[src/hdl/gb_pkg.sv]
package gb_pkg;

	// ---------------------------------------
	// widths with a meaning
	// ---------------------------------------
	localparam int IRQ_BITS = 5;

	typedef logic [15:0]          addr_t;  // cpu address
	typedef logic [7:0]           data_t;  // one byte on the bus
	typedef logic [IRQ_BITS-1:0]  irq_t;   // one bit per interrupt source
	typedef logic [2:0]           bank_t;  // svbk bank number

	// interrupt bit positions, bit 0 has the highest priority
	localparam int IRQ_VBLANK = 0;
	localparam int IRQ_LCD    = 1;
	localparam int IRQ_TIMER  = 2;
	localparam int IRQ_SERIAL = 3;
	localparam int IRQ_JOYPAD = 4;

	// master side of the bus, one of rd/wr/iack per access
	typedef struct packed {
		addr_t addr;
		data_t wdata;
		logic  rd;
		logic  wr;
		logic  iack;
	} cpu_bus_t;

	// select strobes out of the address decoder
	typedef struct packed {
		logic joy;
		logic sc;
		logic iflag;
		logic ie;
		logic svbk;   // colour mode only
		logic wram;
		logic zpram;
	} io_sel_t;

	// ---------------------------------------
	// memory map
	// ---------------------------------------
	localparam addr_t ADDR_JOYP = 16'hFF00;
	localparam addr_t ADDR_SB   = 16'hFF01;
	localparam addr_t ADDR_SC   = 16'hFF02;
	localparam addr_t ADDR_IF   = 16'hFF0F;
	localparam addr_t ADDR_SVBK = 16'hFF70;
	localparam addr_t ADDR_IE   = 16'hFFFF;

	localparam addr_t WRAM_LO  = 16'hC000;  // echo area included up to FDFF
	localparam addr_t WRAM_HI  = 16'hFDFF;
	localparam addr_t ZPRAM_LO = 16'hFF80;  // runs up to FFFE

	// rst vectors, 8 bytes apart
	localparam data_t IRQ_VEC_BASE = 8'h40;
	localparam data_t IRQ_VEC_NONE = 8'h55;

	localparam data_t OPEN_BUS = 8'hFF;  // nothing drives the data lines

endpackage

[src/hdl/joypad.sv]
`timescale 1ns/1ps

module joypad (
	input  logic             clk_cpu,
	input  logic             reset,
	input  gb_pkg::cpu_bus_t bus,
	input  gb_pkg::io_sel_t  sel,
	input  gb_pkg::data_t    keys,     // active high, right..start
	output gb_pkg::data_t    joy_do,
	output logic             joy_irq
);
	import gb_pkg::*;

	logic [1:0] p54;       // 0 selects the group
	data_t      key_s1;
	data_t      key_s2;    // synchronised keys
	data_t      key_d;     // previous synchronised sample
	data_t      grp_en;
	logic [3:0] dir_n;
	logic [3:0] btn_n;

	always_ff @(posedge clk_cpu) begin
		if (reset) begin
			p54     <= 2'b00;
			key_s1  <= '0;
			key_s2  <= '0;
			key_d   <= '0;
			joy_irq <= 1'b0;
		end else begin
			if (sel.joy && bus.wr)
				p54 <= bus.wdata[5:4];
			key_s1  <= keys;
			key_s2  <= key_s1;
			key_d   <= key_s2;
			joy_irq <= |(key_s2 & ~key_d & grp_en);  // new press on a live line
		end
	end

	// ---------------------------------------
	// key matrix, lines pulled high
	// ---------------------------------------
	assign grp_en = {{4{~p54[1]}}, {4{~p54[0]}}};
	assign dir_n  = ~key_s2[3:0] | {4{p54[0]}};
	assign btn_n  = ~key_s2[7:4] | {4{p54[1]}};
	assign joy_do = {2'b11, p54, dir_n & btn_n};

endmodule

[config.mk]
export PLATFORM = sky130hd
export DESIGN_NAME = joypad
export DESIGN_NICKNAME = d
export VERILOG_FILES = /design/src/hdl/gb_pkg.sv /design/src/hdl/joypad.sv
export SDC_FILE = /design/constraint.sdc
export NUM_CORES = 1
export LEC_CHECK = 0
export BUFFER_PORTS_ARGS = -buffer_cell sky130_fd_sc_hd__clkbuf_2
export CAP_MARGIN = 20
export CORE_ASPECT_RATIO = 1.4
export CORE_UTILIZATION = 40
export CTS_BUF_LIST = sky130_fd_sc_hd__clkbuf_8
export DETAILED_ROUTE_END_ITERATION = 16
export PLACE_DENSITY = 0.74
export SKIP_LAST_GASP = 1
export SYNTH_ARGS = -nofsm -noshare
export SYNTH_HDL_FRONTEND = slang
export SYNTH_SLANG_ARGS = --single-unit
[constraint.sdc]
create_clock -name clk_cpu -period 2.6 [get_ports clk_cpu]
set_input_delay 0.26 -clock clk_cpu [delete_from_list [all_inputs] [get_ports clk_cpu]]
set_output_delay 0.26 -clock clk_cpu [all_outputs]
set_load 0.02 [all_outputs]
==> impl_metrics.yaml <==
yosys:
  synth_area_sq_um: 875.8
  synth.distinct_cells: 15
  synth.avg_cell_area_sq_um: 10.68
  synth_enable_flop_cells: 0
  yosysTopAreaCellShare: 0.6171
  synth_most_common_cell: "dfxtp_1"
  async_flop_share: 0
  synth-seq-cells: 27
  synth_top_flop_cell: "dfxtp_1"
  yosysSeqAreaShare: 0.6171
  synth_area_leaders: "dfxtp_1 62%, nor2b_1 16%, and2b_1 6.0%"
  synthesis.instances: 82
  yosys_warnings: 0
  yosysTopAreaCell: "dfxtp_1"
  yosys-top-cells-count: "27 x dfxtp_1, 22 x nor2b_1, 7 x and2b_1"
floorplan:
  start_util: 0.4334
  rows: 19
  die_x_um: 41.55
  num_io_pins: 53
  die_h_um: 57.37
  core_sq_um: 2021
  die_area_sq_um: 2383
worst_hold_path:
  hp-class: "primary input to flop"
  holdPathStages: 2
route:
  routed_via_density: 4.621
  dr.pass1.iters: 2
  drc: 0
  dr_total_vias: 573
  routed_wirelength_um: 1159
  postRouteAntennaNets: 0
  wl_per_cell_um: 9.347
  drt_iter0_drc: 6
place:
  hpwl_um: 862.2
  routabilityCongestion: 0.6875
  io_buffers: 20
  postPlaceCellArea_sq_um: 983.4
grt:
  grt_pass1_vias: 520
  grt_max_degree: 28
  grt_usage: 0.1081
  grt_use_met2: 0.1875
  overflow: 0
  grt_util_met3: 0.02215
  antenna_found_initial: 0
  grt_pass1_wl_um: 2028
  grt.busiest_layer: "met2"
  grtUsageMet1: 0.1238
finish:
  drive_gt1_frac: 0.2330
  syn2layout_area_growth_pct: 17.86
  finalInstanceArea_sq_um: 1032
  multi_input_area_sq_um: 305.3
  nNetsFinal: 148
  seq_area_sq_um: 540.5
  diodes: 0
  fillCellCount: 176
power:
  clock_power_share: 0.317
  leakage_nw: 0.4564
  p_sw_uw: 160.6
  finalPower_uw: 728.0
  powerDensity_nw_per_um2: 705.2
  swShare: 0.2206
  share_comb_of_total_power: 0.081
  p_int_uw: 567.3
  p_seq_frac: 0.602
  ir_worst_vdd_v: 0.0004791
critical_path:
  crit_chain: "inv_1 > a22oi_1 > clkbuf_2"
  critPathKind: "flop to output port"
  endpoint_kind: "output port"
  startpoint_type: "flop"
  worst-r2r-setup-slack_ns: 1.45
  slowest_stage: "dfxtp_1"
  arrival_ns: 1.19
  worstRegToRegCells: 3
  required_ns: 2.34
  max_stage_delay_ns: 0.41
  path_max_fanout: 5
sta:
  finalCritPeriodShare: 0.5579
  fin_crit_ns: 1.451
  setup_viol: 0
  fmax_mhz: 689.3
  skew_ns: 0.003865
  rsz0062_at_grt: "no"
  final_hold_viol_count: 0
  final_max_slew_viol_count: 0
  fin_setup_tns_ns: 0
clock_tree:
  htreeDepth: 1
  cts_buffers: 3
  cts_hold_buf: 0
  cts.sinks: 27
  path_clk_slew_ns: 0.09
  post_cts_buffers: 0
  cts-resized-gates: 0
  clock_latency_ns: 0.26
  cts_tree: "yes"
  clock_path_buffers: 2
  cts_root_buf: "clkbuf_8"
status:
  status: "completed"
job:
  drv_cap: 0
## critical path: cells and delay by family (launching register included)
kind | cells | cell delay, ns
flops | 1 | 0.41
compound gates | 1 | 0.19
buf+inv | 2 | 0.32
## worst paths after layout
| path | startpoint | end |
|---|---|---|
| min reg2reg | key_s1[6]$_SDFF_PP0_ | key_s2[6]$_SDFF_PP0_ |
| max reg2reg | p54[0]$_SDFFE_PP0P_ | joy_irq$_SDFF_PP0_ |
| min | keys[0] | key_s1[0]$_SDFF_PP0_ |
| max | p54[0]$_SDFFE_PP0P_ | joy_do[1] |
## cell families (layout without fill, tap and decap cells)
group,Yosys count,count (layout),synth area share
other,1,2,0.004282
DFF,27,27,0.6171
buffers and inverters,7,27,0.03857
and+or+nand+nor,37,37,0.2671
AOI/OAI and AO/OA,10,10,0.07286
## registers in the layout, indices dropped and copies added (netlist names)
register / count
key_d: 8
key_s1: 8
key_s2: 8
p54: 2
joy_irq: 1
## per-layer routing
metal  vias to the layer above  part of all wire
met4                         0            0.0078
met1                       257              0.44
li1                        299                 -
met3                         2             0.043
met2                        15              0.51
met5                         -                 0
## power groups by stage
| stage | clock network, mW | registers, mW | logic (mW) |
|---|---|---|---|
| floorplan | 0 | 0.450 | 0.0376 |
| global placement | 0 | 0.447 | 0.0586 |
| detailed placement | 0 | 0.448 | 0.0602 |
| CTS | 0.239 | 0.438 | 0.0603 |
| global route | 0.252 | 0.440 | 0.0663 |
| finish | 0.231 | 0.438 | 0.0593 |
## final cells by class
| cell class | instances | share of cell area |
|---|---|---|
| Sequential cell | 27 | 0.5236 |
| Multi-Input combinational cell | 49 | 0.2958 |
| Timing Repair Buffer | 20 | 0.09697 |
| Clock buffer | 3 | 0.04000 |
| Tap cell | 21 | 0.02545 |
| Inverter | 3 | 0.01091 |
| Clock inverter | 1 | 0.007273 |
## placed cells by master (no fill, tap or decap)
cell type,count
nand3_1,2
a22oi_1,3
clkbuf_2,20
a31oi_1,1
and2b_1,7
nand2_1,3
a2111oi_1,1
a21oi_1,3
dfxtp_1,27
nor2b_1,22
conb_1,2
o21ai_0,2
nor3b_1,3
inv_1,3
clkbuf_8,3
clkinvlp_4,1
## stage by stage
stage | hold WS, ns | setup WS, ns | util | std cells
final | 0.1909 | 1.149 | 0.5108 | 124
after global routing | 0.1899 | 1.032 | 0.5108 | 124
after floorplan | 0.3316 | 1.335 | - | 83
after CTS | 0.1879 | 1.126 | 0.5108 | 124
after global placement | 0.4128 | 1.444 | 0.4867 | 120
after detailed placement | 0.4237 | 1.432 | 0.4867 | 120
(Power assumes the default switching activity.)
