===== src/hdl/gb_pkg.sv =====
package gb_pkg;

	// ---------------------------------------
	// widths with a meaning
	// ---------------------------------------
	localparam int IRQ_BITS = 5;

	typedef logic [15:0]          addr_t;  // cpu address
	typedef logic [7:0]           data_t;  // one byte on the bus
	typedef logic [IRQ_BITS-1:0]  irq_t;   // one bit per interrupt source
	typedef logic [2:0]           bank_t;  // svbk bank number

	// interrupt bit positions, bit 0 has the highest priority
	localparam int IRQ_VBLANK = 0;
	localparam int IRQ_LCD    = 1;
	localparam int IRQ_TIMER  = 2;
	localparam int IRQ_SERIAL = 3;
	localparam int IRQ_JOYPAD = 4;

	// master side of the bus, one of rd/wr/iack per access
	typedef struct packed {
		addr_t addr;
		data_t wdata;
		logic  rd;
		logic  wr;
		logic  iack;
	} cpu_bus_t;

	// select strobes out of the address decoder
	typedef struct packed {
		logic joy;
		logic sc;
		logic iflag;
		logic ie;
		logic svbk;   // colour mode only
		logic wram;
		logic zpram;
	} io_sel_t;

	// ---------------------------------------
	// memory map
	// ---------------------------------------
	localparam addr_t ADDR_JOYP = 16'hFF00;
	localparam addr_t ADDR_SB   = 16'hFF01;
	localparam addr_t ADDR_SC   = 16'hFF02;
	localparam addr_t ADDR_IF   = 16'hFF0F;
	localparam addr_t ADDR_SVBK = 16'hFF70;
	localparam addr_t ADDR_IE   = 16'hFFFF;

	localparam addr_t WRAM_LO  = 16'hC000;  // echo area included up to FDFF
	localparam addr_t WRAM_HI  = 16'hFDFF;
	localparam addr_t ZPRAM_LO = 16'hFF80;  // runs up to FFFE

	// rst vectors, 8 bytes apart
	localparam data_t IRQ_VEC_BASE = 8'h40;
	localparam data_t IRQ_VEC_NONE = 8'h55;

	localparam data_t OPEN_BUS = 8'hFF;  // nothing drives the data lines

endpackage


===== src/hdl/serial_port.sv =====
`timescale 1ns/1ps

module serial_port #(
	parameter int SERIAL_DIV = 512
) (
	input  logic             clk_cpu,
	input  logic             reset,
	input  gb_pkg::cpu_bus_t bus,
	input  gb_pkg::io_sel_t  sel,
	output gb_pkg::data_t    sc_do,
	output logic             serial_irq
);
	import gb_pkg::*;

	localparam int DIV_W = (SERIAL_DIV > 1) ? $clog2(SERIAL_DIV) : 1;
	localparam logic [DIV_W-1:0] DIV_LOAD = DIV_W'(SERIAL_DIV - 1);

	logic             sc_start;  // transfer running
	logic             sc_int;    // internal shift clock
	logic [DIV_W-1:0] div_cnt;   // bit clock divider
	logic [3:0]       bit_cnt;   // bits still to shift
	logic             sc_wr;

	assign sc_wr = sel.sc & bus.wr;

	// ---------------------------------------
	// dummy transfer, nothing is shifted
	// ---------------------------------------
	always_ff @(posedge clk_cpu) begin
		if (reset) begin
			sc_start   <= 1'b0;
			sc_int     <= 1'b0;
			div_cnt    <= '0;
			bit_cnt    <= '0;
			serial_irq <= 1'b0;
		end else begin
			serial_irq <= 1'b0;
			if (sc_wr) begin
				sc_start <= bus.wdata[7];
				sc_int   <= bus.wdata[0];
				if (bus.wdata[7]) begin
					div_cnt <= DIV_LOAD;
					bit_cnt <= 4'd8;
				end
			end else if (sc_start && sc_int) begin  // external clock never ticks
				if (bit_cnt == 4'd0) begin
					serial_irq <= 1'b1;     // byte done
					sc_start   <= 1'b0;
				end else if (div_cnt == '0) begin
					div_cnt <= DIV_LOAD;
					bit_cnt <= bit_cnt - 4'd1;
				end else begin
					div_cnt <= div_cnt - 1'b1;
				end
			end
		end
	end

	assign sc_do = {sc_start, 6'h3F, sc_int};

endmodule


===== config.mk =====
export PLATFORM = sky130hd
export DESIGN_NAME = serial_port
export DESIGN_NICKNAME = d
export VERILOG_FILES = /design/src/hdl/gb_pkg.sv /design/src/hdl/serial_port.sv
export SDC_FILE = /design/constraint.sdc
export NUM_CORES = 1
export LEC_CHECK = 0
export ABC_AREA = 1
export BUFFER_PORTS_ARGS = -buffer_cell sky130_fd_sc_hd__buf_2
export CORE_MARGIN = 5
export CORE_UTILIZATION = 35
export DETAILED_ROUTE_END_ITERATION = 16
export PLACE_DENSITY_LB_ADDON = 0.2
export SYNTH_ARGS = -nofsm -noshare
export SYNTH_HDL_FRONTEND = slang
export SYNTH_SLANG_ARGS = --single-unit

===== constraint.sdc =====
create_clock -name clk_cpu -period 1.4 [get_ports clk_cpu]
set_input_delay 0.28 -clock clk_cpu [delete_from_list [all_inputs] [get_ports clk_cpu]]
set_output_delay 0.28 -clock clk_cpu [all_outputs]
set_load 0.1 [all_outputs]

==> results.yml <==
critical_path:
  cpMaxStageDelayCell: "dfxtp_2"
  crit_fanout: 6
  path_depth: 10
  cpPeakStageDelay_ps: 340
  crit_type: "flip-flop to flip-flop"
  crit_family: "simple AND/OR/NAND/NOR gates"
  worstPathArrival_ps: 1580
  endpoint_kind: "flip-flop"
  path_buf_inv: 2
  cp.required_ps: 1640
  critPathLaunchType: "flip-flop"
  crit_chain: "inv_2, ha_4, nand2_4, nor2_4, nand3_2, nand2_4, nand2_8, inv_6, nand2_2, a21oi_2"
  r2r_cells: 10
  cp_common_cell: "nand2_4"
logic_synthesis:
  yosys.area_share.adder_pct: 3.87
  muxShareOfSynthArea_pct: 0
  synth_warnings: 0
  synthCells: 130
  synthesis.area_um2: 971
  syn_area_per_cell_um2: 7.47
  yosys.area.top_type: "dfxtp_1"
  synth_top_area_share_pct: 33.0
  seq_area_frac_synth_pct: 33.0
  synth_seq_cells: 16
  synthXorXnorAreaFrac_pct: 0.902
  synth_compound_area_share_pct: 11.5
  synth_top_family_by_area: "simple AND/OR/NAND/NOR gates"
  synthTopCellsByArea: "dfxtp_1 (33%), nand2_1 (7.7%), buf_4 (6.2%)"
  synth_cell_type_count: 27
  yosys.area_share.simple_pct: 34.3
timing:
  hold_viol_final: 0
  setup_slack_ps: 58.5
  holdWs_ps: 214
  post-route-period-util_pct: 95.8
  fmax_mhz: 745
  slew_violations: 0
  finalSetupTns_ps: 0
  clock_skew_ps: 2.04
  min_period_ps: 1340
  rsz0062_at_grt: "true"
  setup_viol: 0
cells_and_area:
  final_nets: 191
  drive_gt1_share_pct: 41.1
  syn2layout_area_growth_pct: 25.3
  diodes: 0
clocking:
  clockBufferDepth: 2
  insertion_delay_ps: 290
  cts-root-buf: "clkbuf_4"
  htreeDepth: 1
  cts-buffers-inserted: 3
  clk_pin_slew_ps: 100
  clock-sinks: 16
  cts_tree: "built"
outcome:
  status: "completed"
worst_hold_path:
  min_path_type: "primary input to flip-flop"
  hold_depth: 3
detailed_routing:
  postRouteAntennaNets: 0
  wire_per_inst_um: 11.4
  drtIter0Drc: 31
  drt-total-wl_mm: 2.07
  drtPass1Iterations: 4
  drc: 0
  via_count: 872
  routed_via_density: 4.79
power_and_ir_drop:
  power_density_mw_per_mm2: 1070
  vdd_drop_max_v: 0.000604
  leakagePower_uw: 0.000541
global_routing:
  grt_antenna_before_repair: 0
  grt_pass1_wl_mm: 3.53
  gr-total-overflow: 0
  first_global_vias: 769
  grt_max_degree: 14
  grt_util_all_layers_pct: 11.0
die:
  rows: 19
  io_pins: 45
  die_h_um: 62.7
  fp.dieArea_mm2: 0.00393
  die_w_um: 62.7
  start_util_pct: 35.8
  core_area_mm2: 0.00271
placed_design:
  hpwl_mm: 1.47
  io_buffers: 8
  place_ws_ps: -62.0
  gp_congestion: 0.774
run:
  max-cap-violations: 0
==> state kept, by name (all words and copies together) (netlist names) <==
register	count
sc_start	1
div_cnt	9
sc_int	1
serial_irq	1
bit_cnt	4
==> Yosys cell counts <==
cell type,number
o21ai_0,6
clkbuf_1,1
conb_1,1
nand3_2,2
a21oi_2,2
nor2_2,1
nor2_1,11
nand4_1,3
buf_4,8
buf_6,2
o21a_1,1
a31oi_1,3
a21oi_1,6
inv_2,4
inv_4,1
o211ai_1,1
nor4_1,1
xor2_1,1
nand2_4,5
nand3_1,10
inv_1,13
ha_1,3
nor2_4,2
dfxtp_1,16
nor3_1,1
nand2_2,5
nand2_1,20
==> worst paths after layout <==
path | startpoint | end | slack [ps]
hold / removal | bus[3] | sc_int$_SDFFE_PP0P_ | 210
hold reg to reg | div_cnt[7]$_SDFFE_PP0P_ | div_cnt[7]$_SDFFE_PP0P_ | 480
setup / recovery | div_cnt[1]$_SDFFE_PP0P_ | bit_cnt[3]$_SDFFE_PP0P_ | 60
setup reg to reg | div_cnt[1]$_SDFFE_PP0P_ | bit_cnt[3]$_SDFFE_PP0P_ | 60
==> cell families (layout without fill, tap and decap cells) <==
kind of cell             after synthesis  count (layout)
AND/OR/NAND/NOR                       61              62
XOR/XNOR                               1               1
other                                  1               6
adder cells (fa/ha/maj)                3               3
AO/OA/AOI/OAI                         19              19
flip-flops                            16              16
buffers and inverters                 29              44
==> timing repair <==
action | 4_1_cts | 5_1_grt
hold buffers | 0 | 0
setup buffers | 1 | 1
gates resized for setup | 5 | 24
cloned | 1 | 0
pin swaps | 2 | 11
setup endpoints to repair | 4 | 15
==> placed cells by master (no fill, tap or decap), drive strengths merged <==
cell    instances
nor3            1
buf            20
nand4           3
xor2            1
dfxtp          16
nor2           14
clkbuf          6
a21oi           8
o21a            1
nor4            1
nand2          31
o211ai          1
ha              3
a31oi           3
nand3          12
inv            18
conb            6
o21ai           6
==> worst reg2reg max path: stages, from the launching register on <==
cell	delay, ps
dfxtp_2	340
inv_2	70
ha_4	150
nand2_4	50
nor2_4	130
nand3_2	110
nand2_4	120
nand2_8	90
inv_6	70
nand2_2	40
a21oi_2	120
==> report_power, final <==
group | internal, uW | switching [uW]
clock | 159 | 164
combinational | 174 | 299
sequential | 488 | 23.7
total | 820 | 487
==> area by class of cell <==
type	count	area [um^2]
clock buffers	4	36.3
fillers	287	1490
inverters	18	75.1
multi-input cells	91	588
flip-flops and latches	16	324
well taps	31	38.8
repair buffers	22	154
==> routing by layer <==
layer / GRT usage, % / wire [um] / vias up
met5: 0 / 0 / -
met2: 16.8 / 1020 / 15
met3: 4.14 / 122 / 2
met1: 14.4 / 908 / 405
li1: - / - / 450
met4: 3.18 / 17 / 0
==> through the flow <==
| step | power, uW | util [%] | area (um^2) | std cells |
|---|---|---|---|---|
| floorplan | 838 | - | 990 | 135 |
| global placement | 918 | 39.6 | 1070 | 175 |
| detailed placement | 926 | 39.6 | 1070 | 175 |
| CTS | 1280 | 41.9 | 1130 | 181 |
| global route | 1390 | 44.9 | 1220 | 182 |
| finish | 1310 | 44.9 | 1220 | 182 |
No activity file was read; power rests on OpenSTA's default activity.
