$ cat src/hdl/gb_pkg.sv
package gb_pkg;

	// ---------------------------------------
	// widths with a meaning
	// ---------------------------------------
	localparam int IRQ_BITS = 5;

	typedef logic [15:0]          addr_t;  // cpu address
	typedef logic [7:0]           data_t;  // one byte on the bus
	typedef logic [IRQ_BITS-1:0]  irq_t;   // one bit per interrupt source
	typedef logic [2:0]           bank_t;  // svbk bank number

	// interrupt bit positions, bit 0 has the highest priority
	localparam int IRQ_VBLANK = 0;
	localparam int IRQ_LCD    = 1;
	localparam int IRQ_TIMER  = 2;
	localparam int IRQ_SERIAL = 3;
	localparam int IRQ_JOYPAD = 4;

	// master side of the bus, one of rd/wr/iack per access
	typedef struct packed {
		addr_t addr;
		data_t wdata;
		logic  rd;
		logic  wr;
		logic  iack;
	} cpu_bus_t;

	// select strobes out of the address decoder
	typedef struct packed {
		logic joy;
		logic sc;
		logic iflag;
		logic ie;
		logic svbk;   // colour mode only
		logic wram;
		logic zpram;
	} io_sel_t;

	// ---------------------------------------
	// memory map
	// ---------------------------------------
	localparam addr_t ADDR_JOYP = 16'hFF00;
	localparam addr_t ADDR_SB   = 16'hFF01;
	localparam addr_t ADDR_SC   = 16'hFF02;
	localparam addr_t ADDR_IF   = 16'hFF0F;
	localparam addr_t ADDR_SVBK = 16'hFF70;
	localparam addr_t ADDR_IE   = 16'hFFFF;

	localparam addr_t WRAM_LO  = 16'hC000;  // echo area included up to FDFF
	localparam addr_t WRAM_HI  = 16'hFDFF;
	localparam addr_t ZPRAM_LO = 16'hFF80;  // runs up to FFFE

	// rst vectors, 8 bytes apart
	localparam data_t IRQ_VEC_BASE = 8'h40;
	localparam data_t IRQ_VEC_NONE = 8'h55;

	localparam data_t OPEN_BUS = 8'hFF;  // nothing drives the data lines

endpackage

$ cat src/hdl/io_decode.sv
`timescale 1ns/1ps

module io_decode (
	input  logic             clk_cpu,
	input  logic             reset,
	input  logic             gbc_mode,
	input  gb_pkg::cpu_bus_t bus,
	output gb_pkg::io_sel_t  sel,
	input  gb_pkg::data_t    joy_do,
	input  gb_pkg::data_t    sc_do,
	input  gb_pkg::data_t    if_do,
	input  gb_pkg::data_t    ie_do,
	input  gb_pkg::data_t    svbk_do,
	input  gb_pkg::data_t    wram_do,
	input  gb_pkg::data_t    zpram_do,
	input  gb_pkg::data_t    irq_vec,
	output gb_pkg::data_t    rdata
);
	import gb_pkg::*;

	typedef enum logic [3:0] {
		SRC_OPEN,
		SRC_JOY,
		SRC_SC,
		SRC_IF,
		SRC_IE,
		SRC_SVBK,
		SRC_WRAM,
		SRC_ZPRAM
	} src_e;

	src_e  src;       // source of the access in flight
	src_e  src_q;     // source of the last access cycle
	logic  iack_q;
	logic  load_q;    // previous cycle was rd or iack
	data_t rd_mux;

	// ---------------------------------------
	// address decode
	// ---------------------------------------
	always_comb begin
		sel.joy   = (bus.addr == ADDR_JOYP);
		sel.sc    = (bus.addr == ADDR_SC);
		sel.iflag = (bus.addr == ADDR_IF);
		sel.ie    = (bus.addr == ADDR_IE);
		sel.svbk  = gbc_mode && (bus.addr == ADDR_SVBK);  // absent on dmg
		sel.wram  = (bus.addr >= WRAM_LO) && (bus.addr <= WRAM_HI);
		sel.zpram = (bus.addr >= ZPRAM_LO) && (bus.addr != ADDR_IE);
	end

	always_comb begin
		if (sel.joy)                 src = SRC_JOY;
		else if (sel.sc)             src = SRC_SC;
		else if (sel.iflag)          src = SRC_IF;
		else if (sel.ie)             src = SRC_IE;
		else if (sel.svbk)           src = SRC_SVBK;
		else if (sel.wram)           src = SRC_WRAM;
		else if (sel.zpram)          src = SRC_ZPRAM;
		else                         src = SRC_OPEN;  // unmapped, SB idles high too
	end

	// ---------------------------------------
	// read data, one cycle after the access
	// ---------------------------------------
	always_comb begin
		case (src_q)
			SRC_JOY:   rd_mux = joy_do;
			SRC_SC:    rd_mux = sc_do;
			SRC_IF:    rd_mux = if_do;
			SRC_IE:    rd_mux = ie_do;
			SRC_SVBK:  rd_mux = svbk_do;
			SRC_WRAM:  rd_mux = wram_do;   // ram read finished last edge
			SRC_ZPRAM: rd_mux = zpram_do;
			default:   rd_mux = OPEN_BUS;
		endcase
	end

	always_ff @(posedge clk_cpu) begin
		if (reset) begin
			src_q  <= SRC_OPEN;
			iack_q <= 1'b0;
			load_q <= 1'b0;
			rdata  <= OPEN_BUS;
		end else begin
			src_q  <= src;
			iack_q <= bus.iack;
			load_q <= bus.rd | bus.iack;
			if (load_q)
				rdata <= iack_q ? irq_vec : rd_mux;  // vector wins over bus data
		end
	end

endmodule

$ cat config.mk
export PLATFORM = sky130hd
export DESIGN_NAME = io_decode
export DESIGN_NICKNAME = d
export VERILOG_FILES = /design/src/hdl/gb_pkg.sv /design/src/hdl/io_decode.sv
export SDC_FILE = /design/constraint.sdc
export NUM_CORES = 1
export LEC_CHECK = 0
export ABC_AREA = 1
export BUFFER_PORTS_ARGS = -buffer_cell sky130_fd_sc_hd__buf_2
export CAP_MARGIN = 10
export CORE_UTILIZATION = 41
export CTS_CLUSTER_SIZE = 16
export DETAILED_ROUTE_END_ITERATION = 8
export PLACE_DENSITY = 0.88
export SLEW_MARGIN = 20
export SYNTH_ARGS = -nofsm -noshare
export SYNTH_HDL_FRONTEND = slang
export SYNTH_SLANG_ARGS = --single-unit
$ cat constraint.sdc
create_clock -name clk_cpu -period 2.5 [get_ports clk_cpu]
set_clock_uncertainty 0.2 [all_clocks]
set_input_delay 0.75 -clock clk_cpu [delete_from_list [all_inputs] [get_ports clk_cpu]]
set_output_delay 0.75 -clock clk_cpu [all_outputs]
set_load 0.05 [all_outputs]
==> results_dict.tcl <==
set metrics [dict create \
    path_class "primary input to output port" \
    fp.dieH_um 57.4 \
    initial_core_util_pct 44.5 \
    fin_crit_sh_pct 104 \
    hold_buffers 0 \
    cts_max_level 1 \
    synth_flop_cell "dfxtp_1" \
    synth_cell_type_count 19 \
    clk_pin_slew_ns 0.07 \
    tightest_slew_ns 0.495 \
    maxCapViolations 0 \
    slew_headroom_pct 66.8 \
    period_needed_ns 2.61 \
    ys_seq_area_share_pct 20.7 \
    core_um2 2830 \
    row_count 19 \
    report.final.slew_viol_count 0 \
    fin_ws_ns -0.108 \
    max-vdd-ir-drop_mv 0.369 \
    detail_route.wl_per_cell_um 11.5 \
    cts_tree "built" \
    cp_data_arrival_time_ns 1.66 \
    fin_nets 459 \
    synth_area_leader_cell "nand2_1" \
    netlist_top_cells_area "nand2_1 26%, dfxtp_1 21%, inv_1 15%" \
    postRouteAntennaNets 0 \
    hold_path.class "register to register" \
    die_area_um2 3300 \
    power_per_cell_area_nw_per_um2 275 \
    clk_latency_ns 0.27 \
    syn_nets 342 \
    outcome "finished with violations" \
    cts.sinks 13 \
    synth_seq_cells 13 \
    async_reset_ff_share_pct 0 \
    netlist_instances 248 \
    ys_top_cells_by_count "87 x nand2_1, 49 x inv_1, 39 x nor2_1, 18 x a21oi_1, 13 x dfxtp_1" \
    worstPathMaxFanout 3 \
    final.setup.tns_ns -0.282 \
    port_buffers 99 \
    groute.usage.overall_pct 26.8 \
    synth_compound_area_share_pct 17.9 \
    clockBufferDepth 2 \
    grt_setup_unrepaired "true" \
    yosys.area_share.xor_xnor_pct 0 \
    muxShareOfSynthArea_pct 0 \
    die_x_um 57.4 \
    yosysTopAreaCellShare_pct 25.9 \
    area_growth_pct 69.7 \
    end_kind "output port" \
    drt_iter0_markers 152 \
    drt_wl_total_um 4560 \
    dp_hpwl_um 3250 \
    finalSetupViolations 4 \
    drc 10 \
    hold_viol_final 0 \
    start_kind "primary input" \
    antenna_found_initial 0 \
    yosys.area_share.simple_pct 45.2 \
    synthesis.area_um2 1260 \
    viasPerCell 4.85 \
    synth_top_family_by_area "simple AND/OR/NAND/NOR gates" \
    grt_max_degree 17 \
    p_leak_nw 1.21 \
    grt_pass1_vias 1715 \
    synth-edff-count 0 \
    required_ns 1.55 \
    failed_checks "design-rule violations, negative setup slack" \
    drtPass1Iterations 6 \
    final_cells 395 \
    ys_warn_count 0 \
    syn_area_per_cell_um2 5.08 \
    fmax_mhz 383 \
    top_level_ports 109 \
    grt_first_pass_wirelength_um 7010 \
    placedCellCount 388 \
    diodes 0 \
    gp_congestion 0.850 \
    root_buffer "clkbuf_4" \
    grt_overflow_total 0 \
    yosysMostFrequentCell "nand2_1" \
    synthAdderAreaFrac_pct 0 \
    via_count 1916 \
    final_layout_size_suffix_gt1_share_pct 40.1 \
    numCtsBuffers 3 \
]
per-layer routing:
metal | global-route usage (%) | part of all wire, % | vias to the layer above | wire length, µm
met5 | 0 | 0 | - | 0
li1 | - | - | 991 | -
met2 | 47.8 | 51 | 92 | 2330
met1 | 31.0 | 39 | 819 | 1770
met4 | 12.2 | 2.5 | 0 | 113
met3 | 4.54 | 7.6 | 14 | 346
final cells by class:
| cell class | instances | area [µm²] |
|---|---|---|
| Timing Repair Buffer | 115 | 711 |
| Inverter | 51 | 194 |
| Sequential cell | 13 | 260 |
| Multi-Input combinational cell | 181 | 906 |
| Tap cell | 31 | 38.8 |
| Fill cell | 233 | 693 |
| Clock buffer | 4 | 26.3 |
worst paths after layout:
check                                            from                     to  slack [ns]  cells after the start
worst max-delay path                          bus[21]                 sel[5]       -0.11                      8
worst min-delay path            rdata[7]$_SDFFE_PP1P_  rdata[7]$_SDFFE_PP1P_        0.27                      2
worst max register to register    src_q[1]$_SDFF_PP0_  rdata[6]$_SDFFE_PP1P_        0.84                      8
worst min register to register  rdata[7]$_SDFFE_PP1P_  rdata[7]$_SDFFE_PP1P_        0.27                      2
cell families after synthesis:
| kind of cell | count (synthesis) |
|---|---|
| DFF | 13 |
| buffers and inverters | 54 |
| and+or+nand+nor | 141 |
| AOI/OAI and AO/OA | 40 |
state kept, by name, summed over array words and instances (netlist names):
name / flops
rdata: 8
src_q: 3
iack_q: 1
load_q: 1
critical path: stages:
cell	delay, ns
buf_6	0.08
nand2_4	0.05
nor2_4	0.12
nand2_2	0.09
nor2_4	0.13
nand3_4	0.13
nor3_4	0.14
buf_6	0.18
report_power, final:
group          switching, mW  leakage (nW)  internal (mW)
Sequential            0.0105         0.108          0.220
Combinational          0.129          1.09         0.0995
Clock                 0.0652        0.0150         0.0619
Total                  0.205          1.21          0.382
cell usage in the layout (no fill, tap or decap), drive strengths merged:
master and n:
buf 115, o21bai 1, a31oi 1, dfxtp 13, nor2 39, o21ai 12
nand2 87, nor3 4, o22ai 6, nand3 11, o211ai 1, a21oi 19
inv 51, clkbuf 4
through the flow:
| stage | hold WS (ns) | utilization [%] | instance area, µm² | total power [mW] | setup slack, ns |
|---|---|---|---|---|---|
| CTS | 0.267 | 73.6 | 2080 | 0.582 | -0.0654 |
| floorplan | 0.390 | - | 1340 | 0.348 | -0.168 |
| finish | 0.266 | 75.5 | 2140 | 0.587 | -0.108 |
| global placement | 0.245 | 69.1 | 1950 | 0.444 | -0.262 |
| detailed placement | 0.248 | 69.1 | 1950 | 0.448 | -0.276 |
| global route | 0.287 | 75.5 | 2140 | 0.619 | -0.163 |
repair_timing:
action,in CTS,in global routing
gates resized for setup,23,15
pin swaps,10,5
endpoints found under the hold margin,0,0
buffers inserted,1,2
endpoints found under the setup margin,6,6
Note: power is estimated with default switching activity, not from simulation.
