## src/hdl/gb_pkg.sv

```systemverilog
package gb_pkg;

	// ---------------------------------------
	// widths with a meaning
	// ---------------------------------------
	localparam int IRQ_BITS = 5;

	typedef logic [15:0]          addr_t;  // cpu address
	typedef logic [7:0]           data_t;  // one byte on the bus
	typedef logic [IRQ_BITS-1:0]  irq_t;   // one bit per interrupt source
	typedef logic [2:0]           bank_t;  // svbk bank number

	// interrupt bit positions, bit 0 has the highest priority
	localparam int IRQ_VBLANK = 0;
	localparam int IRQ_LCD    = 1;
	localparam int IRQ_TIMER  = 2;
	localparam int IRQ_SERIAL = 3;
	localparam int IRQ_JOYPAD = 4;

	// master side of the bus, one of rd/wr/iack per access
	typedef struct packed {
		addr_t addr;
		data_t wdata;
		logic  rd;
		logic  wr;
		logic  iack;
	} cpu_bus_t;

	// select strobes out of the address decoder
	typedef struct packed {
		logic joy;
		logic sc;
		logic iflag;
		logic ie;
		logic svbk;   // colour mode only
		logic wram;
		logic zpram;
	} io_sel_t;

	// ---------------------------------------
	// memory map
	// ---------------------------------------
	localparam addr_t ADDR_JOYP = 16'hFF00;
	localparam addr_t ADDR_SB   = 16'hFF01;
	localparam addr_t ADDR_SC   = 16'hFF02;
	localparam addr_t ADDR_IF   = 16'hFF0F;
	localparam addr_t ADDR_SVBK = 16'hFF70;
	localparam addr_t ADDR_IE   = 16'hFFFF;

	localparam addr_t WRAM_LO  = 16'hC000;  // echo area included up to FDFF
	localparam addr_t WRAM_HI  = 16'hFDFF;
	localparam addr_t ZPRAM_LO = 16'hFF80;  // runs up to FFFE

	// rst vectors, 8 bytes apart
	localparam data_t IRQ_VEC_BASE = 8'h40;
	localparam data_t IRQ_VEC_NONE = 8'h55;

	localparam data_t OPEN_BUS = 8'hFF;  // nothing drives the data lines

endpackage

```

## src/hdl/irq_ctrl.sv

```systemverilog
`timescale 1ns/1ps

module irq_ctrl (
	input  logic             clk_cpu,
	input  logic             reset,
	input  gb_pkg::cpu_bus_t bus,
	input  gb_pkg::io_sel_t  sel,
	input  logic [2:0]       ext_irq,
	input  logic             serial_irq,
	input  logic             joy_irq,
	output gb_pkg::data_t    if_do,
	output gb_pkg::data_t    ie_do,
	output gb_pkg::data_t    irq_vec,
	output logic             irq_n
);
	import gb_pkg::*;

	irq_t if_r;      // IF, FF0F
	irq_t ie_r;      // IE, FFFF
	irq_t events;    // one-cycle request pulses
	irq_t pending;
	irq_t ack_mask;  // lowest pending bit only
	irq_t clr;
	logic iack_d;
	logic ack_done;

	// gather the sources into IF bit order
	always_comb begin
		events             = '0;
		events[IRQ_VBLANK] = ext_irq[0];
		events[IRQ_LCD]    = ext_irq[1];
		events[IRQ_TIMER]  = ext_irq[2];
		events[IRQ_SERIAL] = serial_irq;
		events[IRQ_JOYPAD] = joy_irq;
	end

	assign pending  = if_r & ie_r;
	assign ack_mask = pending & (~pending + irq_t'(1));  // isolate lowest set bit
	assign ack_done = iack_d & ~bus.iack;                // iack just dropped
	assign clr      = ack_done ? ack_mask : '0;

	// ---------------------------------------
	// flag and enable registers
	// ---------------------------------------
	always_ff @(posedge clk_cpu) begin
		if (reset) begin
			if_r   <= '0;
			ie_r   <= '0;
			iack_d <= 1'b0;
		end else begin
			iack_d <= bus.iack;
			if (sel.iflag && bus.wr)
				if_r <= irq_t'(bus.wdata);  // cpu write beats events and clear
			else
				if_r <= (if_r & ~clr) | events;
			if (sel.ie && bus.wr)
				ie_r <= irq_t'(bus.wdata);
		end
	end

	// fixed priority, vblank first
	always_comb begin
		irq_vec = IRQ_VEC_NONE;
		for (int i = IRQ_BITS - 1; i >= 0; i--) begin
			if (pending[i])
				irq_vec = IRQ_VEC_BASE + data_t'(i << 3);
		end
	end

	assign irq_n = ~|pending;             // low while anything enabled is pending
	assign if_do = {3'b111, if_r};        // unused bits float high
	assign ie_do = {3'b000, ie_r};

endmodule

```

## config.mk

```make
export PLATFORM = sky130hd
export DESIGN_NAME = irq_ctrl
export DESIGN_NICKNAME = d
export VERILOG_FILES = /design/src/hdl/gb_pkg.sv /design/src/hdl/irq_ctrl.sv
export SDC_FILE = /design/constraint.sdc
export NUM_CORES = 1
export LEC_CHECK = 0
export ABC_AREA = 1
export BUFFER_PORTS_ARGS = -buffer_cell sky130_fd_sc_hd__buf_2
export CAP_MARGIN = 5
export CORE_MARGIN = 5
export CORE_UTILIZATION = 33
export DETAILED_ROUTE_END_ITERATION = 10
export GPL_TIMING_DRIVEN = 1
export HOLD_SLACK_MARGIN = 0.06
export MAX_ROUTING_LAYER = met4
export PLACE_DENSITY = 0.87
export SKIP_CTS_REPAIR_TIMING = 1
export SLEW_MARGIN = 10
export SYNTH_ARGS = -nofsm -noshare
export SYNTH_HDL_FRONTEND = slang
export SYNTH_SLANG_ARGS = --single-unit
```

## constraint.sdc

```tcl
create_clock -name clk_cpu -period 1.05 [get_ports clk_cpu]
set_input_delay 0.0525 -clock clk_cpu [delete_from_list [all_inputs] [get_ports clk_cpu]]
set_output_delay 0.0525 -clock clk_cpu [all_outputs]
set_load 0.01 [all_outputs]
```

==> results_dict.tcl, run 1 <==
set metrics [dict create \
    die_w_um 53.02 \
    setup-tns-final_ns -0.5735 \
    clock_transition_at_path_regs_ns 0.07 \
    critPathArrivalTime_ns 1.12 \
    clk_path_buf_depth 2 \
    grt_use_total_pct 11.80 \
    wl_per_cell_um 11.72 \
    detail_route.drc_violations 0 \
    route.detailed.vias_per_inst 4.392 \
    pre_cts_slack_ns 0.08188 \
    antenna_cells_inserted 0 \
    die-area_um2 2811 \
    synth_top_cells_by_area "sky130_fd_sc_hd__dfxtp_1 (36%), sky130_fd_sc_hd__buf_4 (12%), sky130_fd_sc_hd__nor2_1 (10%)" \
    utilization_after_layout_pct 50.68 \
    cp.required_ns 1.00 \
    port_buffers 31 \
    grt_setup_unrepaired "true" \
    finalSetupViolations 6 \
    dr.first_iter.drc_count 2 \
    yosysSeqAreaShare_pct 36.07 \
    final_max_slew_viol_count 0 \
    yosys_register_bits 11 \
    timing_hold_violations_final 0 \
    start_util_pct 34.98 \
    grt_max_degree 11 \
    leakagePower_nw 0.4626 \
    final-instance-count-excl-fill 148 \
    synthCells 86 \
    vias_in_the_first_global_route 571 \
    critPathMaxFanout 5 \
    tritoncts_clock_tree "built" \
    critical-path-top-delay-family "simple AND/OR/NAND/NOR gates" \
    startpoint_type "flip-flop" \
    grt_pass1_wl_mm 2.318 \
    drv.max_cap_violation_count 0 \
    netlist.top_cell.by_area "sky130_fd_sc_hd__dfxtp_1" \
    final_net_count 165 \
    worstPathCellList "nand2_4 -> nand2_4 -> nor3b_2 -> buf_2" \
    antenna_found_initial 0 \
    htree_levels 1 \
    synth_cell_types 17 \
    io-pin-count 66 \
    crit_type "flip-flop to output port" \
    setup_slack_ns -0.1203 \
    critical_path_buf_inv_count 1 \
    cts_buffers 3 \
    average_instance_area_after_synthesis_um2 7.100 \
    wl_mm 1.734 \
    detail-route-antenna-nets 0 \
    critical_path.endpoint_type "output port" \
    status "finished, violations left" \
    cellPowerDensity_nw_per_um2 1174 \
    irDropWorstVdd_v 0.0005678 \
    die_height_um 53.02 \
    design_power_total_w 0.001038 \
    gp_congestion 0.7633 \
    worst_hold_path_type "primary input to flip-flop" \
    filler_cell_count 187 \
    grt.overflow.total 0 \
    clkLatencyLatePin_ns 0.27 \
    drtPass1Iterations 4 \
    cts.sink_count 11 \
    cts-root-buf "sky130_fd_sc_hd__clkbuf_4" \
    post-route-period-util_pct 111.5 \
    cp_common_cell "sky130_fd_sc_hd__nand2_4" \
    syn_area_um2 610.6 \
    fmax_mhz 854.5 \
    clock-skew-final_ns 0.002083 \
    synthesis.yosys.warnings 0 \
    dp.cells 139 \
    num_vias 650 \
    crit_path_top_delay_cell "sky130_fd_sc_hd__dfxtp_2" \
    hpwlAfterDp_mm 1.322 \
    core_area_um2 1745 \
    critPathMaxStageDelay_ns 0.34 \
    area_growth_pct 44.88 \
    violated_checks "setup timing" \
    yosys.area.top_type_share_pct 36.07 \
    rows 15 \
    final.min_clock_period_ns 1.170 \
    final_layout_size_suffix_gt1_share_pct 54.47 \
]
## cell usage in the layout, fill, tap and decap left out
cell,Yosys,routed
sky130_fd_sc_hd__nand2_4,2,6
sky130_fd_sc_hd__clkbuf_4,0,3
sky130_fd_sc_hd__a21oi_2,3,4
sky130_fd_sc_hd__nand3_2,0,1
sky130_fd_sc_hd__dfxtp_2,0,8
sky130_fd_sc_hd__nor2_1,17,17
sky130_fd_sc_hd__clkbuf_1,0,1
sky130_fd_sc_hd__dfxtp_4,0,1
sky130_fd_sc_hd__nor2_4,0,1
sky130_fd_sc_hd__buf_4,10,4
sky130_fd_sc_hd__nor3_2,0,1
sky130_fd_sc_hd__dlygate4sd3_1,0,1
sky130_fd_sc_hd__a21oi_1,3,2
sky130_fd_sc_hd__nor3b_2,0,2
sky130_fd_sc_hd__buf_2,0,31
sky130_fd_sc_hd__nor2_2,2,1
sky130_fd_sc_hd__inv_1,2,2
sky130_fd_sc_hd__nand2_1,13,10
sky130_fd_sc_hd__o21ai_1,1,1
sky130_fd_sc_hd__o21ai_0,11,11
sky130_fd_sc_hd__conb_1,2,9
sky130_fd_sc_hd__nand2_2,3,2
sky130_fd_sc_hd__inv_2,2,2
sky130_fd_sc_hd__dfxtp_1,11,2
## layout make-up
class	count	area, µm²	area share [%]
Multi-Input combinational cell	68	382.9	43.28
Tap cell	25	31.28	3.536
Clock buffer	4	26.28	2.970
Sequential cell	11	234.0	26.45
Inverter	4	15.01	1.697
Timing Repair Buffer	36	195.2	22.07
## through the flow
stage / instance area, µm² / hold WS [ns]
floorplan: 641.9 / 0.1249
global placement: 753.2 / 0.2255
detailed placement: 753.2 / 0.2356
CTS: 779.5 / -0.04372
global route: 884.6 / 0.07276
finish: 884.6 / 0.04672
## worst reg2reg max path: cells and delay by family (launching register included)
family                 cells  cell delay (ns)
AND/OR/NAND/NOR            5             0.40
flip-flops                 1             0.34
buffers and inverters      1             0.14
AO/OA/AOI/OAI              1             0.05
## report_power, final
part / leakage [nW] / internal (W) / switching, W
Combinational: 0.353 / 0.000115 / 0.000151
Sequential: 0.0944 / 0.000453 / 0.0000368
Clock: 0.0150 / 0.000147 / 0.000136
## kinds of logic after synthesis
kind of cell | Yosys count | share of synthesized area [%]
AOI/OAI and AO/OA | 18 | 16.60
other | 2 | 1.230
buffers and inverters | 14 | 14.75
DFF | 11 | 36.07
and+or+nand+nor | 41 | 31.35
## worst paths after layout
path                          endpoint  slack, ns  cells past startpoint                 start
setup / recovery            irq_vec[2]      -0.12                      4  ie_r[0]$_SDFFE_PP0P_
hold / removal    ie_r[1]$_SDFFE_PP0P_       0.05                      3                bus[4]
setup reg to reg    if_r[2]$_SDFF_PP0_       0.01                      7  ie_r[0]$_SDFFE_PP0P_
hold reg to reg     if_r[3]$_SDFF_PP0_       0.50                      2    if_r[3]$_SDFF_PP0_
## sequential cells by signal, indices dropped and copies added (netlist names)
signal	cells
ie_r	5
if_r	5
iack_d	1
## cell usage after synthesis, drive strengths merged
library cell and instances:
nor2 19, nand2 18, o21ai 12, dfxtp 11, buf 10, a21oi 6, inv 4, conb 2
nor3b 2, nand3 1, nor3 1
## routing by layer
layer / wire (µm) / vias up / global-route usage [%]
met1: 637 / 286 / 12.44
met3: 143 / 2 / 2.535
met4: 30 / 0 / 6.383
met5: 0 / - / -
li1: - / 334 / -
met2: 922 / 28 / 20.45
Note: power is estimated with default switching activity, not from simulation.
==> run 2, diff against run 1 <==
--- a/config.mk
+++ b/config.mk
@@ -15,5 +15,5 @@
 export HOLD_SLACK_MARGIN = 0.06
 export MAX_ROUTING_LAYER = met4
-export PLACE_DENSITY = 0.87
+export PLACE_DENSITY = 0.8
 export SKIP_CTS_REPAIR_TIMING = 1
 export SLEW_MARGIN = 10
==> constraint.sdc (replaced) <==
create_clock -name clk_cpu -period 1.05 [get_ports clk_cpu]
set_input_delay 0 -clock clk_cpu [delete_from_list [all_inputs] [get_ports clk_cpu]]
set_output_delay 0 -clock clk_cpu [all_outputs]
set_load 0.01 [all_outputs]
==> results_dict.tcl, run 2 (synthesized netlist as in run 1, its figures left out) <==
set metrics [dict create \
    violated_checks "hold timing, setup timing" \
    timing_hold_violations_final 1 \
    wl_per_cell_um 11.48 \
    design_power_total_w 0.001065 \
    grt_use_total_pct 11.71 \
    startpoint_type "flip-flop" \
    pre_cts_slack_ns 0.08591 \
    clk_path_buf_depth 2 \
    port_buffers 31 \
    grt_setup_unrepaired "true" \
    grt_max_degree 11 \
    clkLatencyLatePin_ns 0.27 \
    cts.sink_count 11 \
    design_area_um2 955.9 \
    filler_cell_count 167 \
    critPathArrivalTime_ns 1.14 \
    finalSetupViolations 6 \
    final_layout_size_suffix_gt1_share_pct 48.46 \
    worst_hold_path_type "primary input to flip-flop" \
    detailed_place.area_um2 753.2 \
    route.detailed.vias_per_inst 4.290 \
    die_w_um 53.02 \
    htree_levels 1 \
    drtPass1Iterations 4 \
    cellPowerDensity_nw_per_um2 1114 \
    finalHoldWorstSlack_ns -0.002573 \
    setup-tns-final_ns -0.2599 \
    irDropWorstVdd_v 0.0005485 \
    io-pin-count 66 \
    final-instance-count-excl-fill 155 \
    die_height_um 53.02 \
    cts-root-buf "sky130_fd_sc_hd__clkbuf_4" \
    wl_mm 1.779 \
    clock_transition_at_path_regs_ns 0.07 \
    fmax_mhz 880.3 \
    detail_route.drc_violations 0 \
    gp_congestion 0.7549 \
    rows 15 \
    cp.required_ns 1.05 \
    crit_type "flip-flop to output port" \
    antenna_cells_inserted 0 \
    reg_top3 "ie_r: 5 flops, if_r: 5 flops, iack_d: 1 flops" \
    num_vias 665 \
    grt_pass1_wl_mm 2.283 \
    setup_slack_ns -0.08598 \
    area_growth_pct 56.56 \
    clock-skew-final_ns 0.004988 \
    holdPathStages 3 \
    detail-route-antenna-nets 0 \
    final_max_slew_viol_count 0 \
    grt.overflow.total 0 \
    status "finished, violations left" \
    start_util_pct 34.98 \
    critPathMaxFanout 5 \
    dp.cells 139 \
    antenna_found_initial 0 \
    post-route-period-util_pct 108.2 \
    critical_path.endpoint_type "output port" \
    die-area_um2 2811 \
    final.min_clock_period_ns 1.136 \
    cts_buffers 3 \
    leakagePower_nw 0.4921 \
    ff2ff_path_depth 7 \
    drv.max_cap_violation_count 0 \
    dr.first_iter.drc_count 5 \
    core_area_um2 1745 \
    layout_common_cells "sky130_fd_sc_hd__buf_2 (31), sky130_fd_sc_hd__nor2_1 (17), sky130_fd_sc_hd__o21ai_0 (11)" \
    final_net_count 172 \
    tritoncts_clock_tree "built" \
    most_frequent_standard_cell_in_the_layout_excluding_fill_and_tap_cells "sky130_fd_sc_hd__buf_2" \
    vias_in_the_first_global_route 541 \
    hpwlAfterDp_mm 1.245 \
]
## run 2: power breakdown
group	switching, W	total (W)	internal (W)
registers	0.0000366	0.000489	0.000453
logic	0.000153	0.000287	0.000133
clock network	0.000142	0.000289	0.000147
total	0.000332	0.00106	0.000733
## run 2: final cells by class
class | count | area, µm² | share of cell area (%)
Sequential cell | 11 | 234.0 | 24.48
Inverter | 4 | 15.01 | 1.571
Tap cell | 25 | 31.28 | 3.272
Multi-Input combinational cell | 68 | 379.1 | 39.66
Clock buffer | 4 | 26.28 | 2.749
Timing Repair Buffer | 43 | 270.3 | 28.27
## run 2: layer usage
| layer | vias to the layer above | routed length, µm | GRT usage, % |
|---|---|---|---|
| met1 | 292 | 741 | 13.03 |
| met4 | 0 | 27 | 8.936 |
| met3 | 2 | 114 | 1.408 |
| li1 | 343 | - | - |
| met2 | 28 | 896 | 19.01 |
| met5 | - | 0 | - |
## run 2: final timing paths
check                                          start            endpoint  slack (ns)
worst max-delay path            ie_r[0]$_SDFFE_PP0P_          irq_vec[2]       -0.09
worst min-delay path                      ext_irq[1]  if_r[1]$_SDFF_PP0_      -0.003
worst max register to register  ie_r[0]$_SDFFE_PP0P_  if_r[3]$_SDFF_PP0_       -0.02
worst min register to register    if_r[3]$_SDFF_PP0_  if_r[3]$_SDFF_PP0_        0.50
## run 2: worst max-delay path: stages, from the launching register on
cell,delay [ns]
sky130_fd_sc_hd__dfxtp_2,0.34
sky130_fd_sc_hd__nand2_4,0.09
sky130_fd_sc_hd__nand2_4,0.08
sky130_fd_sc_hd__nor3b_4,0.19
sky130_fd_sc_hd__buf_2,0.16
## run 2: per-stage QoR
| stage | hold slack, ns | utilization (%) |
|---|---|---|
| 2_1_floorplan | 0.07238 | - |
| 3_3_place_gp | 0.1731 | 43.15 |
| 3_5_place_dp | 0.1866 | 43.15 |
| 4_1_cts | -0.09967 | 44.66 |
| 5_1_grt | 0.05667 | 54.77 |
| 6_report | -0.002573 | 54.77 |
==> run 3, diff against run 2 <==
ABC_AREA = default   (was 1)
CORE_UTILIZATION = 35   (was 33)
PLACE_DENSITY = 0.82   (was 0.8)
REMOVE_ABC_BUFFERS = 1   (was default)
==> results_dict.tcl, run 3 <==
set metrics [dict create \
    status "finished, violations left" \
    violated_checks "setup timing" \
    port_buffers 31 \
    grt_use_total_pct 15.17 \
    final_max_slew_viol_count 0 \
    filler_cell_count 162 \
    syn_area_um2 660.6 \
    gp_congestion 0.7726 \
    clk_path_buf_depth 2 \
    io-pin-count 66 \
    wl_per_cell_um 14.13 \
    post-route-period-util_pct 124.3 \
    timing_hold_violations_final 0 \
    die_height_um 53.45 \
    startpoint_type "flip-flop" \
    antenna_cells_inserted 0 \
    netlist.top_cell.by_area "sky130_fd_sc_hd__dfxtp_1" \
    final_net_count 170 \
    setup_slack_ns -0.2551 \
    cts_buffers 3 \
    vias_in_the_first_global_route 743 \
    cts-root-buf "sky130_fd_sc_hd__clkbuf_4" \
    post_synth_edffs 0 \
    synthCells 78 \
    finalSetupViolations 9 \
    critical_path.endpoint_type "output port" \
    utilization_after_layout_pct 60.71 \
    design_area_um2 1071 \
    synthArstFlopShare_pct 0 \
    wl_mm 2.162 \
    tritoncts_clock_tree "built" \
    grt_setup_unrepaired "true" \
    clock_transition_at_path_regs_ns 0.08 \
    layout_common_cells "sky130_fd_sc_hd__buf_2 (31), sky130_fd_sc_hd__dlygate4sd3_1 (10), sky130_fd_sc_hd__nand2_1 (9), sky130_fd_sc_hd__a21oi_1 (9), sky130_fd_sc_hd__conb_1 (9)" \
    antenna_found_initial 0 \
    start_util_pct 37.45 \
    reg_top3 "ie_r: 5 flops, if_r: 5 flops, iack_d: 1 flops" \
    setup-tns-final_ns -1.529 \
    grt.overflow.total 0 \
    final_layout_size_suffix_gt1_share_pct 50.00 \
    htree_levels 1 \
    area_growth_pct 62.12 \
    irDropWorstVdd_v 0.0006445 \
    design_power_total_w 0.001076 \
    synth_commonest_cells "sky130_fd_sc_hd__dfxtp_1 (11), sky130_fd_sc_hd__buf_4 (10), sky130_fd_sc_hd__nand2_1 (10)" \
    synthesis.yosys.warnings 0 \
    grt_max_degree 12 \
    drtPass1Iterations 4 \
    dr.first_iter.drc_count 7 \
    most_frequent_standard_cell_in_the_layout_excluding_fill_and_tap_cells "sky130_fd_sc_hd__buf_2" \
    synth-main-ff-cell "sky130_fd_sc_hd__dfxtp_1" \
    grt_pass1_wl_mm 3.105 \
    synth_cell_types 28 \
    core_area_um2 1764 \
    detail-route-antenna-nets 0 \
    clkLatencyLatePin_ns 0.26 \
    cp.required_ns 1.05 \
    critPathMaxFanout 4 \
    num_vias 755 \
    rows 15 \
    route.detailed.vias_per_inst 4.935 \
    detail_route.drc_violations 0 \
    cellPowerDensity_nw_per_um2 1005 \
    drv.max_cap_violation_count 0 \
    cts.sink_count 11 \
    pre_cts_slack_ns -0.06792 \
    yosysSeqAreaShare_pct 33.33 \
    leakagePower_nw 0.4926 \
    yosys_register_bits 11 \
    fmax_mhz 766.2 \
    die-area_um2 2856 \
    critPathArrivalTime_ns 1.31 \
    yosys.area.top_type_share_pct 33.33 \
    synth_top_cells_by_area "sky130_fd_sc_hd__dfxtp_1 (33%), sky130_fd_sc_hd__buf_4 (11%), sky130_fd_sc_hd__a21oi_1 (6.8%)" \
    yosys.cell_count.top_type "sky130_fd_sc_hd__dfxtp_1" \
    clock-skew-final_ns 0.007528 \
    hpwlAfterDp_mm 1.547 \
    crit_type "flip-flop to output port" \
    detailed_place.area_um2 850.8 \
    final.min_clock_period_ns 1.305 \
    worst_hold_path_type "primary input to flip-flop" \
    average_instance_area_after_synthesis_um2 8.470 \
    die_w_um 53.45 \
]
[run 3: cell count changes after synthesis, moves of 2 or more]
cell / change
sky130_fd_sc_hd__nand2_2: -3
sky130_fd_sc_hd__inv_2: -2
sky130_fd_sc_hd__a21oi_1: +6
sky130_fd_sc_hd__nor2_2: -2
sky130_fd_sc_hd__a2bb2oi_1: +2
sky130_fd_sc_hd__nand3_1: +4
sky130_fd_sc_hd__nand2b_1: +2
sky130_fd_sc_hd__nand2_1: -3
sky130_fd_sc_hd__a311oi_1: +2
sky130_fd_sc_hd__a21oi_2: -3
sky130_fd_sc_hd__nor2_1: -12
sky130_fd_sc_hd__nand2_4: -2
sky130_fd_sc_hd__o21ai_0: -10
[run 3: cells by family after synthesis]
family | share of synthesized area, %
AOI/OAI and AO/OA | 27.08
other | 1.137
and+or+nand+nor | 23.67
DFF | 33.33
buffers and inverters | 14.77
[run 3: final cells by class]
type	instances	area [µm²]	area share (%)
multi-input cells	60	429.2	40.07
repair buffers	51	345.3	32.24
flip-flops and latches	11	231.5	21.61
well taps	25	31.28	2.921
clock buffers	4	26.28	2.453
inverters	2	7.507	0.7009
[run 3: worst paths after layout]
check / startpoint / slack (ns) / end / cells after the start
max: ie_r[1]$_SDFFE_PP0P_ / -0.26 / irq_vec[2] / 4
min: sel[3] / 0.04 / ie_r[2]$_SDFFE_PP0P_ / 3
max reg2reg: ie_r[1]$_SDFFE_PP0P_ / -0.15 / if_r[4]$_SDFF_PP0_ / 4
min reg2reg: ie_r[4]$_SDFFE_PP0P_ / 0.49 / ie_r[4]$_SDFFE_PP0P_ / 2
[run 3: worst max-delay path: stages, from the launching register on]
cell                      delay [ns]
sky130_fd_sc_hd__dfxtp_2        0.33
sky130_fd_sc_hd__a22o_4         0.25
sky130_fd_sc_hd__buf_6          0.13
sky130_fd_sc_hd__nor3b_4        0.18
sky130_fd_sc_hd__buf_2          0.15
[run 3: per-stage QoR]
step	cells	hold slack, ns
finish	153	0.04466
global route	153	0.04155
CTS	142	-0.02983
detailed placement	138	0.2460
global placement	138	0.2335
floorplan	73	0.06886
[run 3: power by group]
part	switching (W)	internal [W]	total (W)
sequential	0.0000232	0.000446	0.000470
clock	0.000145	0.000147	0.000291
combinational	0.000160	0.000155	0.000315
total	0.000328	0.000748	0.00108
[run 3: routing by layer]
layer	vias up	routed length (µm)	global-route usage, %
li1	362	-	-
met1	357	869	17.51
met3	2	145	2.817
met5	-	0	-
met2	34	1135	25.51
met4	0	11	6.383
